--- src/hw/MemAccess_params.svh ---
// Width and depth macros for the memory-access subsystem
// Serial width also fixes the number of reorder slots

`ifndef MEM_ACCESS_PARAMS_SVH
`define MEM_ACCESS_PARAMS_SVH

// Datapath widths
`define MEM_ADDR_WIDTH 16
`define MEM_DATA_WIDTH 32
`define MEM_TAG_WIDTH 4

// 3-bit serials give 8 read slots
`define MEM_SERIAL_WIDTH 3

// Buffering and flow limits
`define MEM_QUEUE_DEPTH 4
`define MAX_PENDING_WRITES 4

`endif
--- src/hw/MemoryTypes.sv ---
// Package MemoryTypes with the datapath typedefs,
// the queued command entry and the response FSM states

`default_nettype none

`include "MemAccess_params.svh"

package MemoryTypes;

    typedef logic [`MEM_ADDR_WIDTH-1:0] PhyAddrPath;
    typedef logic [`MEM_DATA_WIDTH-1:0] MemoryEntryDataPath;
    typedef logic [`MEM_TAG_WIDTH-1:0] MemRequestTag;

    // Serials handed out by the external memory
    typedef logic [`MEM_SERIAL_WIDTH-1:0] MemAccessSerial;
    typedef logic [`MEM_SERIAL_WIDTH-1:0] MemWriteSerial;

    // Packed as {write, addr, data, tag}, MSB first
    typedef logic [1 + `MEM_ADDR_WIDTH + `MEM_DATA_WIDTH + `MEM_TAG_WIDTH - 1:0]
        MemCommandEntry;

    // Four-phase response port
    typedef enum logic [1:0] {
        RspIdle,
        RspWaitAckHigh,
        RspWaitAckLow
    } AccessCtrlState;

endpackage

`default_nettype wire

--- src/hw/MemAccessSubsystem.sv ---
// Memory-access subsystem top level
// Command receiver, request queue and access controller

`timescale 1ns/1ns
`default_nettype none

`include "MemAccess_params.svh"

module MemAccessSubsystem import MemoryTypes::*; (
    input  logic               clk,
    input  logic               arstN,

    // Command port
    input  logic               cmdReq,
    input  logic               cmdWrite,
    input  PhyAddrPath         cmdAddr,
    input  MemoryEntryDataPath cmdData,
    input  MemRequestTag       cmdTag,
    output logic               cmdAck,

    // External memory
    output PhyAddrPath         memAccessAddr,
    output MemoryEntryDataPath memAccessWriteData,
    output logic               memAccessRE,
    output logic               memAccessWE,
    input  MemAccessSerial     nextMemReadSerial,
    input  MemWriteSerial      nextMemWriteSerial,
    input  logic               memAccessReadBusy,
    input  logic               memAccessWriteBusy,
    input  logic               memReadDataReady,
    input  MemoryEntryDataPath memReadData,
    input  MemAccessSerial     memReadSerial,
    input  logic               memAccessResponseValid,
    input  MemWriteSerial      memAccessResponseSerial,

    // Response port
    output logic               rspReq,
    output MemRequestTag       rspTag,
    output MemoryEntryDataPath rspData,
    input  logic               rspAck
);

    logic           pushValid;
    MemCommandEntry pushEntry;
    logic           queueFull;
    logic           pop;
    MemCommandEntry popEntry;
    logic           queueEmpty;

    MemCommandReceiver commandReceiver (
        .clk       (clk),
        .arstN     (arstN),
        .cmdReq    (cmdReq),
        .cmdWrite  (cmdWrite),
        .cmdAddr   (cmdAddr),
        .cmdData   (cmdData),
        .cmdTag    (cmdTag),
        .cmdAck    (cmdAck),
        .queueFull (queueFull),
        .pushValid (pushValid),
        .pushEntry (pushEntry)
    );

    MemRequestQueue requestQueue (
        .clk        (clk),
        .arstN      (arstN),
        .pushValid  (pushValid),
        .pushEntry  (pushEntry),
        .queueFull  (queueFull),
        .pop        (pop),
        .popEntry   (popEntry),
        .queueEmpty (queueEmpty)
    );

    MemoryAccessController accessController (
        .clk                     (clk),
        .arstN                   (arstN),
        .popEntry                (popEntry),
        .queueEmpty              (queueEmpty),
        .pop                     (pop),
        .memAccessAddr           (memAccessAddr),
        .memAccessWriteData      (memAccessWriteData),
        .memAccessRE             (memAccessRE),
        .memAccessWE             (memAccessWE),
        .nextMemReadSerial       (nextMemReadSerial),
        .nextMemWriteSerial      (nextMemWriteSerial),
        .memAccessReadBusy       (memAccessReadBusy),
        .memAccessWriteBusy      (memAccessWriteBusy),
        .memReadDataReady        (memReadDataReady),
        .memReadData             (memReadData),
        .memReadSerial           (memReadSerial),
        .memAccessResponseValid  (memAccessResponseValid),
        .memAccessResponseSerial (memAccessResponseSerial),
        .rspReq                  (rspReq),
        .rspTag                  (rspTag),
        .rspData                 (rspData),
        .rspAck                  (rspAck)
    );

endmodule

`default_nettype wire

--- src/hw/MemoryAccessController.sv ---
// Memory access controller
// Issues queued commands to memory, tracks read serials in a reorder table
// and pending writes, returns read results to the core in issue order

`timescale 1ns/1ns
`default_nettype none

`include "MemAccess_params.svh"

module MemoryAccessController import MemoryTypes::*; (
    input  logic               clk,
    input  logic               arstN,

    // Request queue head
    input  MemCommandEntry     popEntry,
    input  logic               queueEmpty,
    output logic               pop,

    // External memory
    output PhyAddrPath         memAccessAddr,
    output MemoryEntryDataPath memAccessWriteData,
    output logic               memAccessRE,
    output logic               memAccessWE,
    input  MemAccessSerial     nextMemReadSerial,
    input  MemWriteSerial      nextMemWriteSerial,
    input  logic               memAccessReadBusy,
    input  logic               memAccessWriteBusy,
    input  logic               memReadDataReady,
    input  MemoryEntryDataPath memReadData,
    input  MemAccessSerial     memReadSerial,
    input  logic               memAccessResponseValid,
    input  MemWriteSerial      memAccessResponseSerial,

    // Response port to the core
    output logic               rspReq,
    output MemRequestTag       rspTag,
    output MemoryEntryDataPath rspData,
    input  logic               rspAck
);

    localparam int unsigned Slots = 1 << `MEM_SERIAL_WIDTH;
    localparam int unsigned WriteCountWidth = $clog2(`MAX_PENDING_WRITES + 1);

    // Unpacked head entry
    logic               headWrite;
    PhyAddrPath         headAddr;
    MemoryEntryDataPath headData;
    MemRequestTag       headTag;

    // Reorder table, indexed by read serial
    MemRequestTag       tagTable [Slots];
    MemoryEntryDataPath dataTable [Slots];
    logic [Slots-1:0]   slotBusy;
    logic [Slots-1:0]   slotFilled;
    MemAccessSerial     headPtr;

    // Write serials still waiting for their response
    logic [Slots-1:0]           writeOutstanding;
    logic [WriteCountWidth-1:0] pendingWrites;
    logic                       writeRoom;

    logic readIssue;
    logic writeIssue;
    logic rspDone;

    AccessCtrlState rspState;
    AccessCtrlState rspStateNext;

    assign {headWrite, headAddr, headData, headTag} = popEntry;

    assign memAccessAddr = headAddr;
    assign memAccessWriteData = headData;

    // Reads wait for their slot to drain, writes for the pending limit
    assign writeRoom = (pendingWrites < WriteCountWidth'(`MAX_PENDING_WRITES)) &&
                       !writeOutstanding[nextMemWriteSerial];
    assign memAccessRE = !queueEmpty && !headWrite && !slotBusy[nextMemReadSerial];
    assign memAccessWE = !queueEmpty && headWrite && writeRoom;

    assign readIssue = memAccessRE && !memAccessReadBusy;
    assign writeIssue = memAccessWE && !memAccessWriteBusy;
    assign pop = readIssue || writeIssue;

    always_ff @(posedge clk) begin
        if (readIssue) begin
            tagTable[nextMemReadSerial] <= headTag;
        end
        if (memReadDataReady) begin
            dataTable[memReadSerial] <= memReadData;
        end
    end

    // Slot allocation, fill and release
    always_ff @(posedge clk or negedge arstN) begin
        if (!arstN) begin
            slotBusy <= '0;
            slotFilled <= '0;
            headPtr <= '0;
        end else begin
            if (readIssue) begin
                slotBusy[nextMemReadSerial] <= 1'b1;
            end
            if (memReadDataReady) begin
                slotFilled[memReadSerial] <= 1'b1;
            end
            if (rspDone) begin
                slotBusy[headPtr] <= 1'b0;
                slotFilled[headPtr] <= 1'b0;
                headPtr <= headPtr + MemAccessSerial'(1);
            end
        end
    end

    // Pending write bookkeeping
    always_ff @(posedge clk or negedge arstN) begin
        if (!arstN) begin
            writeOutstanding <= '0;
            pendingWrites <= '0;
        end else begin
            if (writeIssue) begin
                writeOutstanding[nextMemWriteSerial] <= 1'b1;
            end
            if (memAccessResponseValid) begin
                writeOutstanding[memAccessResponseSerial] <= 1'b0;
            end
            case ({writeIssue, memAccessResponseValid})
                2'b10: pendingWrites <= pendingWrites + 1'b1;
                2'b01: pendingWrites <= pendingWrites - 1'b1;
                default: pendingWrites <= pendingWrites;
            endcase
        end
    end

    // Response FSM, oldest serial first
    always_comb begin
        rspStateNext = rspState;
        unique case (rspState)
            RspIdle: begin
                if (slotFilled[headPtr]) begin
                    rspStateNext = RspWaitAckHigh;
                end
            end
            RspWaitAckHigh: begin
                if (rspAck) begin
                    rspStateNext = RspWaitAckLow;
                end
            end
            RspWaitAckLow: begin
                if (!rspAck) begin
                    rspStateNext = RspIdle;
                end
            end
            default: rspStateNext = RspIdle;
        endcase
    end

    always_ff @(posedge clk or negedge arstN) begin
        if (!arstN) begin
            rspState <= RspIdle;
        end else begin
            rspState <= rspStateNext;
        end
    end

    // Slot is freed when the core acknowledges
    assign rspDone = (rspState == RspWaitAckHigh) && rspAck;

    // Head slot is not rewritten while it is busy, so payload stays stable
    assign rspReq = (rspState == RspWaitAckHigh);
    assign rspTag = tagTable[headPtr];
    assign rspData = dataTable[headPtr];

endmodule

`default_nettype wire

--- src/hw/MemRequestQueue.sv ---
// Request queue of pending memory commands
// Circular buffer with simultaneous push and pop, full and empty status

`timescale 1ns/1ns
`default_nettype none

`include "MemAccess_params.svh"

module MemRequestQueue import MemoryTypes::*; (
    input  logic           clk,
    input  logic           arstN,

    // Push side
    input  logic           pushValid,
    input  MemCommandEntry pushEntry,
    output logic           queueFull,

    // Pop side
    input  logic           pop,
    output MemCommandEntry popEntry,
    output logic           queueEmpty
);

    localparam int unsigned Depth = `MEM_QUEUE_DEPTH;
    localparam int unsigned PtrWidth = (Depth > 1) ? $clog2(Depth) : 1;
    localparam int unsigned CountWidth = $clog2(Depth + 1);

    MemCommandEntry entries [Depth];

    logic [PtrWidth-1:0] readPtr;
    logic [PtrWidth-1:0] writePtr;
    logic [CountWidth-1:0] count;

    logic doPush;
    logic doPop;

    assign queueFull = (count == CountWidth'(Depth));
    assign queueEmpty = (count == '0);

    // Guard against overflow and underflow at the queue itself
    assign doPush = pushValid && !queueFull;
    assign doPop = pop && !queueEmpty;

    // Head entry, visible one cycle after a push into an empty queue
    assign popEntry = entries[readPtr];

    // Storage
    always_ff @(posedge clk) begin
        if (doPush) begin
            entries[writePtr] <= pushEntry;
        end
    end

    always_ff @(posedge clk or negedge arstN) begin
        if (!arstN) begin
            readPtr <= '0;
            writePtr <= '0;
            count <= '0;
        end else begin
            if (doPush) begin
                writePtr <= (writePtr == PtrWidth'(Depth - 1)) ? '0 : writePtr + 1'b1;
            end
            if (doPop) begin
                readPtr <= (readPtr == PtrWidth'(Depth - 1)) ? '0 : readPtr + 1'b1;
            end

            // Push and pop together leave the count unchanged
            case ({doPush, doPop})
                2'b10: count <= count + 1'b1;
                2'b01: count <= count - 1'b1;
                default: count <= count;
            endcase
        end
    end

endmodule

`default_nettype wire

--- src/hw/MemCommandReceiver.sv ---
// Four-phase command port slave
// Accepts one command per req/ack cycle and pushes it into the request queue

`timescale 1ns/1ns
`default_nettype none

`include "MemAccess_params.svh"

module MemCommandReceiver import MemoryTypes::*; (
    input  logic               clk,
    input  logic               arstN,

    // Command port from the core
    input  logic               cmdReq,
    input  logic               cmdWrite,
    input  PhyAddrPath         cmdAddr,
    input  MemoryEntryDataPath cmdData,
    input  MemRequestTag       cmdTag,
    output logic               cmdAck,

    // Push side of the request queue
    input  logic               queueFull,
    output logic               pushValid,
    output MemCommandEntry     pushEntry
);

    // Set once the current request has been pushed
    logic accepted;
    logic acceptNow;
    logic releaseNow;

    // New request, not yet taken, and room in the queue
    assign acceptNow = cmdReq && !accepted && !queueFull;

    // Requester has seen the ack and dropped its request
    assign releaseNow = accepted && !cmdReq;

    always_ff @(posedge clk or negedge arstN) begin
        if (!arstN) begin
            accepted <= 1'b0;
        end else if (acceptNow) begin
            accepted <= 1'b1;
        end else if (releaseNow) begin
            accepted <= 1'b0;
        end
    end

    // Ack follows the push by one cycle and holds until req falls
    assign cmdAck = accepted;

    // Single-cycle push in the accept cycle
    assign pushValid = acceptNow;

    // Payload is stable while req is high, so no capture register
    assign pushEntry = {cmdWrite, cmdAddr, cmdData, cmdTag};

endmodule

`default_nettype wire

--- config.mk ---
export PLATFORM = sky130hd
export DESIGN_NAME = MemAccessSubsystem
export DESIGN_NICKNAME = d
export VERILOG_FILES = /design/src/hw/MemoryTypes.sv /design/src/hw/MemAccessSubsystem.sv /design/src/hw/MemoryAccessController.sv /design/src/hw/MemRequestQueue.sv /design/src/hw/MemCommandReceiver.sv
export VERILOG_INCLUDE_DIRS = /design/src /design/src/hw
export SDC_FILE = /design/constraint.sdc
export NUM_CORES = 1
export LEC_CHECK = 0
export BUFFER_PORTS_ARGS = -buffer_cell sky130_fd_sc_hd__buf_2
export CAP_MARGIN = 20
export CORE_MARGIN = 2
export CORE_UTILIZATION = 54
export DETAILED_ROUTE_END_ITERATION = 8
export PLACE_DENSITY = 0.79
export SYNTH_ARGS = -nofsm -noshare
export SYNTH_HDL_FRONTEND = slang
export SYNTH_HIERARCHICAL = 1
export SYNTH_SLANG_ARGS = --single-unit
export TNS_END_PERCENT = 20
--- constraint.sdc ---
create_clock -name clk -period 3.1 [get_ports clk]
set_clock_uncertainty 0.1 [all_clocks]
set_input_delay 0.31 -clock clk [delete_from_list [all_inputs] [get_ports clk]]
set_output_delay 0.31 -clock clk [all_outputs]
set_load 0.02 [all_outputs]
== Word-level counts from Yosys, hierarchy flattened ==
Memories as Yosys holds them, arrays and structs flattened.
Cells that the tools add are included.
W data, S select, Z words.
Word-level totals
  RAM bits: 500
  output and inout bits: 88
  ROM bits: 0
  memories: 3
  bits of input ports: 105
  register bits: 40
  logic and storage cells: 123
  latch bits: 0
Memory list
  accessController.dataTable: depth 8, width 32, rd ports 1, clocked after memory_dff 0, wr ports 1, line MemoryAccessController.sv:52  | MemoryEntryDataPath dataTable [Slots];
  requestQueue.entries: depth 4, width 53, rd ports 1, clocked after memory_dff 0, wr ports 1, line MemRequestQueue.sv:28  | MemCommandEntry entries [Depth];
  accessController.tagTable: depth 8, width 4, rd ports 1, clocked after memory_dff 0, wr ports 1, line MemoryAccessController.sv:51  | MemRequestTag tagTable [Slots];
Operators by class
  magnitude comparators: 11
  bitwise gates (word level): 8
  eq/ne operators: 12
  shift operators: 0
  add/subtract/negate cells: 7
  muxes and demuxes: 38
  reduce and logical (&&, ||, !) cells: 34
  $mul: 0
  divide/modulo/power cells: 0
Operators with widths (count)
  $mux W8: 6
  $and A8 B8 Y8: 3
  $or A8 B8 Y8: 3
  $lt A3 B4 Y1 const B: 5
  $logic_and A1 B1 Y1: 18
  $mux W1: 16
  $not A8 Y8: 2
  $demux W1 S3: 5
  $ge A3 B1 Y1 const B: 5
  $pmux W3 S2: 2
  $eq A2 B2 Y1 const B: 5
  $mux W2: 5
  $add A3 B1 Y3 const B: 3
  $bmux W1 S3: 3
  $logic_not A1 Y1: 9
  $eq A2 B1 Y1 const B: 3
  $pmux W2 S3: 1
  $reduce_bool A2 Y1: 3
  $sub A3 B1 Y3 const B: 2
  $add A2 B1 Y2 const B: 2
  $ne A2 B1 Y1 const B: 2
  $eq A3 B3 Y1 const B: 1
  $logic_not A3 Y1: 1
  $lt A3 B3 Y1 const B: 1
  4 further kinds: 4

== Longest topological paths before layout ==
Gate-level depths: netlist of the first run.
  depth in word-level cells: 10
  depth in mapped cells: 15
  mapped depth without buffers: 13

== By module ==
The synthesis of the first run kept the hierarchy.
By module, submodules not included
  MemoryAccessController: area each 13003.7 um2, sequential area each 9449.1 um2, cells each 654, times used 1
  MemRequestQueue: area each 8166.6 um2, sequential area each 6541.3 um2, cells each 317, times used 1
  MemCommandReceiver: area each 446.7 um2, sequential area each 25.0 um2, cells each 57, times used 1

== Worst setup path after synthesis of the first run ==
OpenSTA, ideal clock, no wires.
  path kind: register to register
  from: register requestQueue.readPtr[0]
  to: register requestQueue.count[2]
  stages on the path, launching flop included: 16
  path slack: -0.249 ns
  clock period less this slack: 3.349 ns
  arrival: 3.169 ns
  buffers on the path: 2
  library setup time: 0.079 ns
  path through: dfrtp_1 -> buf_6 -> buf_12 -> mux4_2 -> or4b_4 -> a211o_1 -> a21o_1 -> o22ai_1 -> nand2b_1 -> inv_1 -> ha_1 -> inv_1 -> fa_1 -> xor2_1 -> nor2_1 -> xor2_1
On the way
  longest elaborated chain between the ends: 9
  elaborated cells on any way between the ends: 14
  classes of those cells: eq/ne: 2; mux: 1; reduce/logical: 10; memory: 1
RTL lines
  start: declaration: line MemRequestQueue.sv:30  | logic [PtrWidth-1:0] readPtr;
  start signal: assignment: line MemRequestQueue.sv:64  | readPtr <= (readPtr == PtrWidth'(Depth - 1)) ? '0 : readPtr + 1'b1;
  $mem_v2 Z4 W53 (*)
  named net popEntry[52]: line MemAccessSubsystem.sv:47  | MemCommandEntry popEntry;
  $logic_not A1 Y1: line MemoryAccessController.sv:77  | assign memAccessRE = !queueEmpty && !headWrite && !slotBusy[nextMemReadSerial];
  $logic_and A1 B1 Y1 (2 in a row): line MemoryAccessController.sv:77
  $logic_and A1 B1 Y1: line MemoryAccessController.sv:80  | assign readIssue = memAccessRE && !memAccessReadBusy;
  $logic_or A1 B1 Y1 (*): line MemoryAccessController.sv:82  | assign pop = readIssue || writeIssue;
  named net pop: line MemAccessSubsystem.sv:46  | logic pop;
  $logic_and A1 B1 Y1 (*): line MemRequestQueue.sv:42  | assign doPop = pop && !queueEmpty;
  named net requestQueue.doPop: line MemRequestQueue.sv:35  | logic doPop;
  $eq A2 B1 Y1 / $eq A2 B2 Y1 (equally long branches): line MemRequestQueue.sv:68  | case ({doPush, doPop})
  $pmux W3 S2 / $reduce_bool A2 Y1 (equally long branches)
  end signal: assignment: line MemRequestQueue.sv:69  | 2'b10: count <= count + 1'b1;
  end signal: assignment: line MemRequestQueue.sv:70  | 2'b01: count <= count - 1'b1;
  end signal: assignment: line MemRequestQueue.sv:71  | default: count <= count;
  end: declaration: line MemRequestQueue.sv:32  | logic [CountWidth-1:0] count;
Mark *: on every way through the listed nets, which the timed path passes. The rest lies on a longest branch.
A chain may end at the register's enable or synchronous reset.

== Worst setup path in the final report of the first run ==
  from: register requestQueue.readPtr[0]
  to: register accessController.pendingWrites[2]
On the way
  longest elaborated chain between the ends: 6
  elaborated cells on any way between the ends: 8
  classes of those cells: eq/ne: 2; mux: 1; reduce/logical: 4; memory: 1
RTL lines
  $mem_v2 Z4 W53 (*)
  named net popEntry[52]: line MemAccessSubsystem.sv:47
  $logic_and A1 B1 Y1 (*) (2 in a row): line MemoryAccessController.sv:78  | assign memAccessWE = !queueEmpty && headWrite && writeRoom;
  $logic_and A1 B1 Y1 (*): line MemoryAccessController.sv:81  | assign writeIssue = memAccessWE && !memAccessWriteBusy;
  $eq A2 B1 Y1 / $eq A2 B2 Y1 (equally long branches): line MemoryAccessController.sv:126  | case ({writeIssue, memAccessResponseValid})
  $pmux W3 S2 / $reduce_bool A2 Y1 (equally long branches)
  end signal: assignment: line MemoryAccessController.sv:127  | 2'b10: pendingWrites <= pendingWrites + 1'b1;
  end signal: assignment: line MemoryAccessController.sv:128  | 2'b01: pendingWrites <= pendingWrites - 1'b1;
  end signal: assignment: line MemoryAccessController.sv:129  | default: pendingWrites <= pendingWrites;
  end: declaration: line MemoryAccessController.sv:59  | logic [WriteCountWidth-1:0] pendingWrites;
Marks and branches as above.

==> results.ini, run 1 <==
[outcome]
status=finished with violations
violations=negative setup slack

[grt]
grt_pass1_vias=10969
grt_max_degree=55
antenna_found_initial=4
track_usage_pct=20.4
grt_pass1_wl_microns=63800
grt-ovfl-total=0

[drt]
drtIter0Drc=617
via_per_inst=5.60
drc=0
vias=10283
wl_per_cell_microns=22.8
routed_wl_microns=41800
first_pass_iters=7
ant_nets=0

[floorplanning]
die-area_sq_um=41600
fp.dieW_microns=204
initial_core_util_pct=54.5
row_count=73
die_h_microns=204
core_sq_um=39600
io_pins=193

[timing]
final.period_utilization_pct=102
fmax_mhz=316
worst_slack_ns=-0.0694
rsz0062_at_grt=yes
fin_crit_ns=3.17
worst_pin_slew_ns=0.940
slew_headroom_pct=37.4
final-hold-violation-count=0
slew_viol_final=0
finalSetupViolations=3

[placement]
dp_cells=1639
place.gp.congestion=0.837
dpl.hpwl_microns=23200
io_buffers=192
dp_slack_ns=-0.0626

[yosys]
synthFlopType=edfxtp_1
synth-async-reset-ratio_pct=7.41
netlist_area_sq_um=21600
synth_cells=1028
yosys_warnings=6
yosysSeqAreaShare_pct=74.1
yosysUniqueCellTypes=53
ys_seq_elements=540
synth_edf_count=500
syn_nets=1143
syn_area_per_cell_sq_um=21.0

[setup_path]
cp-endpoint=accessController/pendingWrites[2]
reg2regPathDepth=12
cp_slowest_cell=dfrtp_4
cpPeakStageDelay_ns=0.48
cp_cell_sequence=mux4_2 -> or4b_4 -> a211o_1 -> a21o_1 -> buf_4 -> buf_6 -> nand2b_4 -> ha_4 -> fa_2 -> xnor2_1 -> nor2_1 -> xor2_1
critPathRequiredTime_ns=3.47
r2r-end=accessController/pendingWrites[2]
rrSetupSlack_ns=-0.07
worstSetupPathType=reg2reg
critical_path_depth=12
start_kind=flip-flop
cp.arrival_ns=3.54
end_kind=flip-flop
reg2reg_from=requestQueue/readPtr[0]
path_max_fanout=2
worst-path-buf-inv=2
crit_family=simple AND/OR/NAND/NOR gates
crit_start=requestQueue/readPtr[0]

[clock_network]
cts_tree=done
htreeDepth=2
clock-root-buffer=clkbuf_16
ctsLongestPathBuffers=3
numCtsBuffers=53
clk_pin_slew_worst_paths_ns=0.06
clock-sinks=540
worstSkewPairLatency_ns=0.59

[finish]
mostFrequentLayoutCells=edfxtp_1, buf_2, mux4_2, dlygate4sd3_1, clkbuf_16
fillers=2598
multi_input_area_sq_um=4570
layout_commonest_cell=edfxtp_1
syn2layout_area_growth_pct=17.6
final_cell_count_no_fill=1837
drive_gt1_share_pct=38.4
seq_area_sq_um=16000
nets=1381

[min_path]
hold_path.class=in2reg
hold_start=nextMemReadSerial[0]

[power_and_ir_drop]
p_leak_nw=8.74
power-per-cell-area_nw_per_um2=881
ir_worst_vdd_mv=0.691

[flow_run]
maxCapViolCount=0

-- routing by layer --
metal	wire length, microns	global-route usage, %	vias up
met5	0	0	-
met4	1110	7.32	0
met3	2940	4.97	71
met2	21600	34.8	355
met1	16100	25.8	5318
li1	-	-	4539
-- cells in the mapped netlist, drive strengths merged (3+ instances only) --
master / number / area (sq um)
nand2: 13 / 48.8
xnor2: 5 / 43.8
nor3b: 4 / 40.0
o21a: 12 / 90.1
buf: 128 / 1020
edfxtp: 500 / 15000
mux2: 43 / 522
nor2: 27 / 101
nor2b: 8 / 52.6
and2: 5 / 31.3
nor3: 11 / 55.1
dfrtp: 40 / 1000
nand2b: 7 / 43.8
ha: 8 / 100
a31oi: 10 / 62.6
a21oi: 11 / 55.1
xor2: 3 / 26.3
mux2i: 4 / 40.0
a21boi: 4 / 30.0
inv: 12 / 45.0
mux4: 127 / 2880
clkbuf: 16 / 60.1
-- worst min-delay path, cell delays in order --
cell,delay (ns)
buf_2,0.17
a41oi_1,0.17
a31oi_1,0.06
-- stage by stage --
step | utilization [%] | TNS, ns | hold slack [ns] | area, sq um | total power, mW
after floorplan | - | -4.27 | -0.0856 | 21600 | 14.8
after global placement | 57.2 | 0 | 0.367 | 22700 | 15.9
after detailed placement | 57.2 | -0.0952 | 0.376 | 22700 | 16.1
after CTS | 64.0 | -0.0889 | 0.0349 | 25400 | 22.6
after global routing | 64.1 | -0.410 | 0.0876 | 25400 | 23.4
final | 64.1 | -0.116 | 0.0671 | 25400 | 22.4
-- flip-flops by register name, indices dropped and copies added, names as in the netlist --
register / cells
accessController/dataTable: 256
accessController/headPtr: 3
accessController/pendingWrites: 3
accessController/rspState: 2
accessController/slotBusy: 8
accessController/slotFilled: 8
accessController/tagTable: 32
accessController/writeOutstanding: 8
commandReceiver/cmdAck: 1
requestQueue/count: 3
requestQueue/entries: 212
requestQueue/readPtr: 2
requestQueue/writePtr: 2
-- how the worst min path moves through the flow --
stage	end	cells after the start
after floorplan	accessController/headPtr[0]	0
after global placement	accessController/rspState[0]	1
after detailed placement	accessController/slotFilled[4]	1
after CTS	accessController/slotBusy[7]	3
after global routing	accessController/slotBusy[7]	3
final	accessController/slotBusy[7]	3
-- cell type report --
type	instances	area share, %
diodes	4	0.0394
clock buffers	66	5.58
clock inverters	31	1.17
inverters	12	0.177
multi-input cells	332	18.0
flip-flops and latches	540	63.1
well taps	525	2.58
repair buffers	327	9.39
-- report_power, final --
part	switching [mW]	internal, mW
Sequential	0.467	8.80
Combinational	3.58	3.25
Clock	2.64	3.67
-- what timing repair did --
action                     CTS  global route
buffers inserted             1             2
pin swaps                    2             3
hold endpoints to repair   521             0
gates resized for setup      3             7
hold buffers                94             0
setup endpoints to repair   59            10
gates cloned                 0             0
-- cells by family after synthesis --
logic type / count (synthesis) / share of synthesized area [%]
compound gates: 51 / 1.60
mux: 174 / 15.9
buf+inv: 156 / 5.19
fa+ha+maj: 10 / 0.648
xor+xnor: 8 / 0.324
flops: 540 / 74.1
simple gates: 89 / 2.23
Power figures use the tool's default switching activity.
==> run 2: changes to the inputs <==
- SETUP_SLACK_MARGIN: default -> 0.05
- TNS_END_PERCENT: 20 -> default
==> results.ini, run 2 (synthesis gave the netlist of run 1 again) <==
[setup_path]
path_max_fanout=2  ; unchanged
cpPeakStageDelay_ns=0.48  ; about the same
cp.arrival_ns=3.58  ; +0.04 ns
worstSetupPathType=reg2reg
critPathRequiredTime_ns=3.50  ; +0.03 ns
start_kind=flip-flop
cpMostUsedCell=xor2_1
end_kind=flip-flop
cp_slowest_cell=dfrtp_4
cp_cell_sequence=mux4_2 -> or4b_4 -> a211o_1 -> a21o_1 -> o22ai_1 -> nand2b_1 -> inv_1 -> ha_2 -> inv_2 -> fa_2 -> xor2_1 -> nor2_1 -> xor2_1

[timing]
fmax_mhz=315  ; about the same
worst_pin_slew_ns=0.938  ; -0.00184 ns
worst_slack_ns=-0.0718  ; -0.00243 ns
final.period_utilization_pct=102  ; about the same
final-hold-violation-count=0  ; unchanged
slew_viol_final=0  ; unchanged
finalSetupViolations=1  ; -2
fin_setup_tns_ns=-0.0718  ; +0.0440 ns
rsz0062_at_grt=yes
hold_ws_ns=0.0921  ; +0.0250 ns
fin_crit_ns=3.17  ; +0.00243 ns
slew_headroom_pct=37.5  ; +0.12 points

[finish]
regMostFlops=accessController/dataTable
layout_commonest_cell=edfxtp_1
largest_reg_flops=256  ; unchanged
nets=1389  ; +0.58%
final_cell_count_no_fill=1846  ; +0.49%
drive_gt1_share_pct=38.9  ; +0.54 points
fillers=2590  ; -0.31%
reg_top3=accessController/dataTable x256, requestQueue/entries x212, accessController/tagTable x32
mostFrequentLayoutCells=edfxtp_1, buf_2, mux4_2, dlygate4sd3_1, clkbuf_16
syn2layout_area_growth_pct=18.4

[power_and_ir_drop]
power-per-cell-area_nw_per_um2=894  ; +1.4%
ir_worst_vdd_mv=0.631  ; -8.8%
p_leak_nw=8.84  ; +1.2%

[grt]
grt_use_met2_pct=33.8  ; -0.97 points
busiest_layer=met2
use_met3_pct=5.37  ; +0.40 points
grt-ovfl-total=0  ; unchanged
grt_max_degree=55  ; unchanged
grt_use_met1_pct=26.4  ; +0.64 points
track_usage_pct=20.2  ; -0.24 points
grt_pass1_vias=11042  ; +0.67%
grt_pass1_wl_microns=63500  ; -0.47%
antenna_found_initial=3  ; -1

[clock_network]
ctsLongestPathBuffers=3  ; unchanged
htreeDepth=2  ; unchanged
cts_tree=done
clock-sinks=540  ; unchanged
numCtsBuffers=53  ; unchanged
worstSkewPairLatency_ns=0.59  ; about the same
clock-root-buffer=clkbuf_16
clk_pin_slew_worst_paths_ns=0.07  ; about the same

[drt]
wl_per_cell_microns=22.3  ; -2.2%
first_pass_iters=5  ; -2
via_per_inst=5.58  ; -0.31%
routed_wl_microns=41100  ; -1.7%
ant_nets=0  ; unchanged
drtIter0Drc=736  ; +19%
vias=10301  ; +0.18%
drc=0  ; unchanged

[floorplanning]
core_sq_um=39600  ; unchanged
initial_core_util_pct=54.5  ; unchanged
row_count=73  ; unchanged
die_h_microns=204  ; unchanged
fp.dieW_microns=204  ; unchanged
io_pins=193  ; unchanged
die-area_sq_um=41600  ; unchanged

[flow_run]
maxCapViolCount=0  ; unchanged

[placement]
io_buffers=192  ; unchanged
place.gp.congestion=0.825  ; -1.4%
dpl.hpwl_microns=23400  ; +0.97%
dp_cells=1642  ; +0.18%

[min_path]
hold_path.class=in2reg

[outcome]
violations=negative setup slack
status=finished with violations

-- run 2: stage by stage --
step	utilization (%)	power [mW]	setup WS, ns	area, sq um
global route	64.6	23.9	-0.167	25600
global placement	57.2	16.0	0.00903	22700
CTS	64.5	23.1	-0.0711	25600
detailed placement	57.2	16.1	-0.0448	22700
finish	64.6	22.9	-0.0718	25600
floorplan	-	14.8	-0.218	21600
-- run 2: power breakdown --
| part | switching, mW | internal, mW |
|---|---|---|
| Combinational | 3.58 | 3.37 |
| Sequential | 0.476 | 8.80 |
| Clock | 2.66 | 4.00 |
| Total | 6.71 | 16.2 |
-- run 2: final timing paths --
kind | startpoint | cells after the start | end | slack (ns)
max | requestQueue/readPtr[0] | 13 | requestQueue/count[2] | -0.07
min | nextMemReadSerial[0] | 3 | accessController/slotBusy[7] | 0.09
max reg2reg | requestQueue/readPtr[0] | 13 | requestQueue/count[2] | -0.07
min reg2reg | accessController/slotBusy[2] | 1 | accessController/slotBusy[2] | 0.39
max in group asynchronous | arstN | 2 | requestQueue/readPtr[0] | 1.89
min in group asynchronous | arstN | 2 | commandReceiver/cmdAck | 0.30
-- run 2: area by class of cell --
cell class | count | area [sq um] | share of cell area, %
clock buffer | 73 | 1470 | 5.75
timing repair buffer | 335 | 2450 | 9.59
tap | 525 | 657 | 2.57
multi-input combinational | 332 | 4580 | 17.9
antenna | 3 | 7.51 | 0.0293
clock inverter | 26 | 357 | 1.39
inverter | 12 | 45.0 | 0.176
sequential | 540 | 16000 | 62.6
-- run 2: worst max-delay path, delay by kind of cell (launching register included) --
kind                       cells  cell delay, ns
DFF                            1            0.48
and+or+nand+nor                3            0.69
muxes                          1            0.34
xor gates and xnor gates       2            0.31
adders and majority gates      2            0.50
buffers and inverters          2            0.12
AOI/OAI and AO/OA              3            0.56
-- run 2: what timing repair did --
action                                  4_1_cts  5_1_grt
gates resized for setup                       3        2
endpoints found under the setup margin       76        8
pin swaps                                     1        0
buffers inserted                              5        2
hold buffers                                 95        0
hold endpoints to repair                    521        0
-- run 2: metal layers --
metal,vias to the layer above,routed length [microns],part of all wire [%]
li1,4566,-,-
met1,5318,16700,41
met2,343,20500,50
met3,74,2950,7.2
met4,0,937,2.3
met5,-,0,0
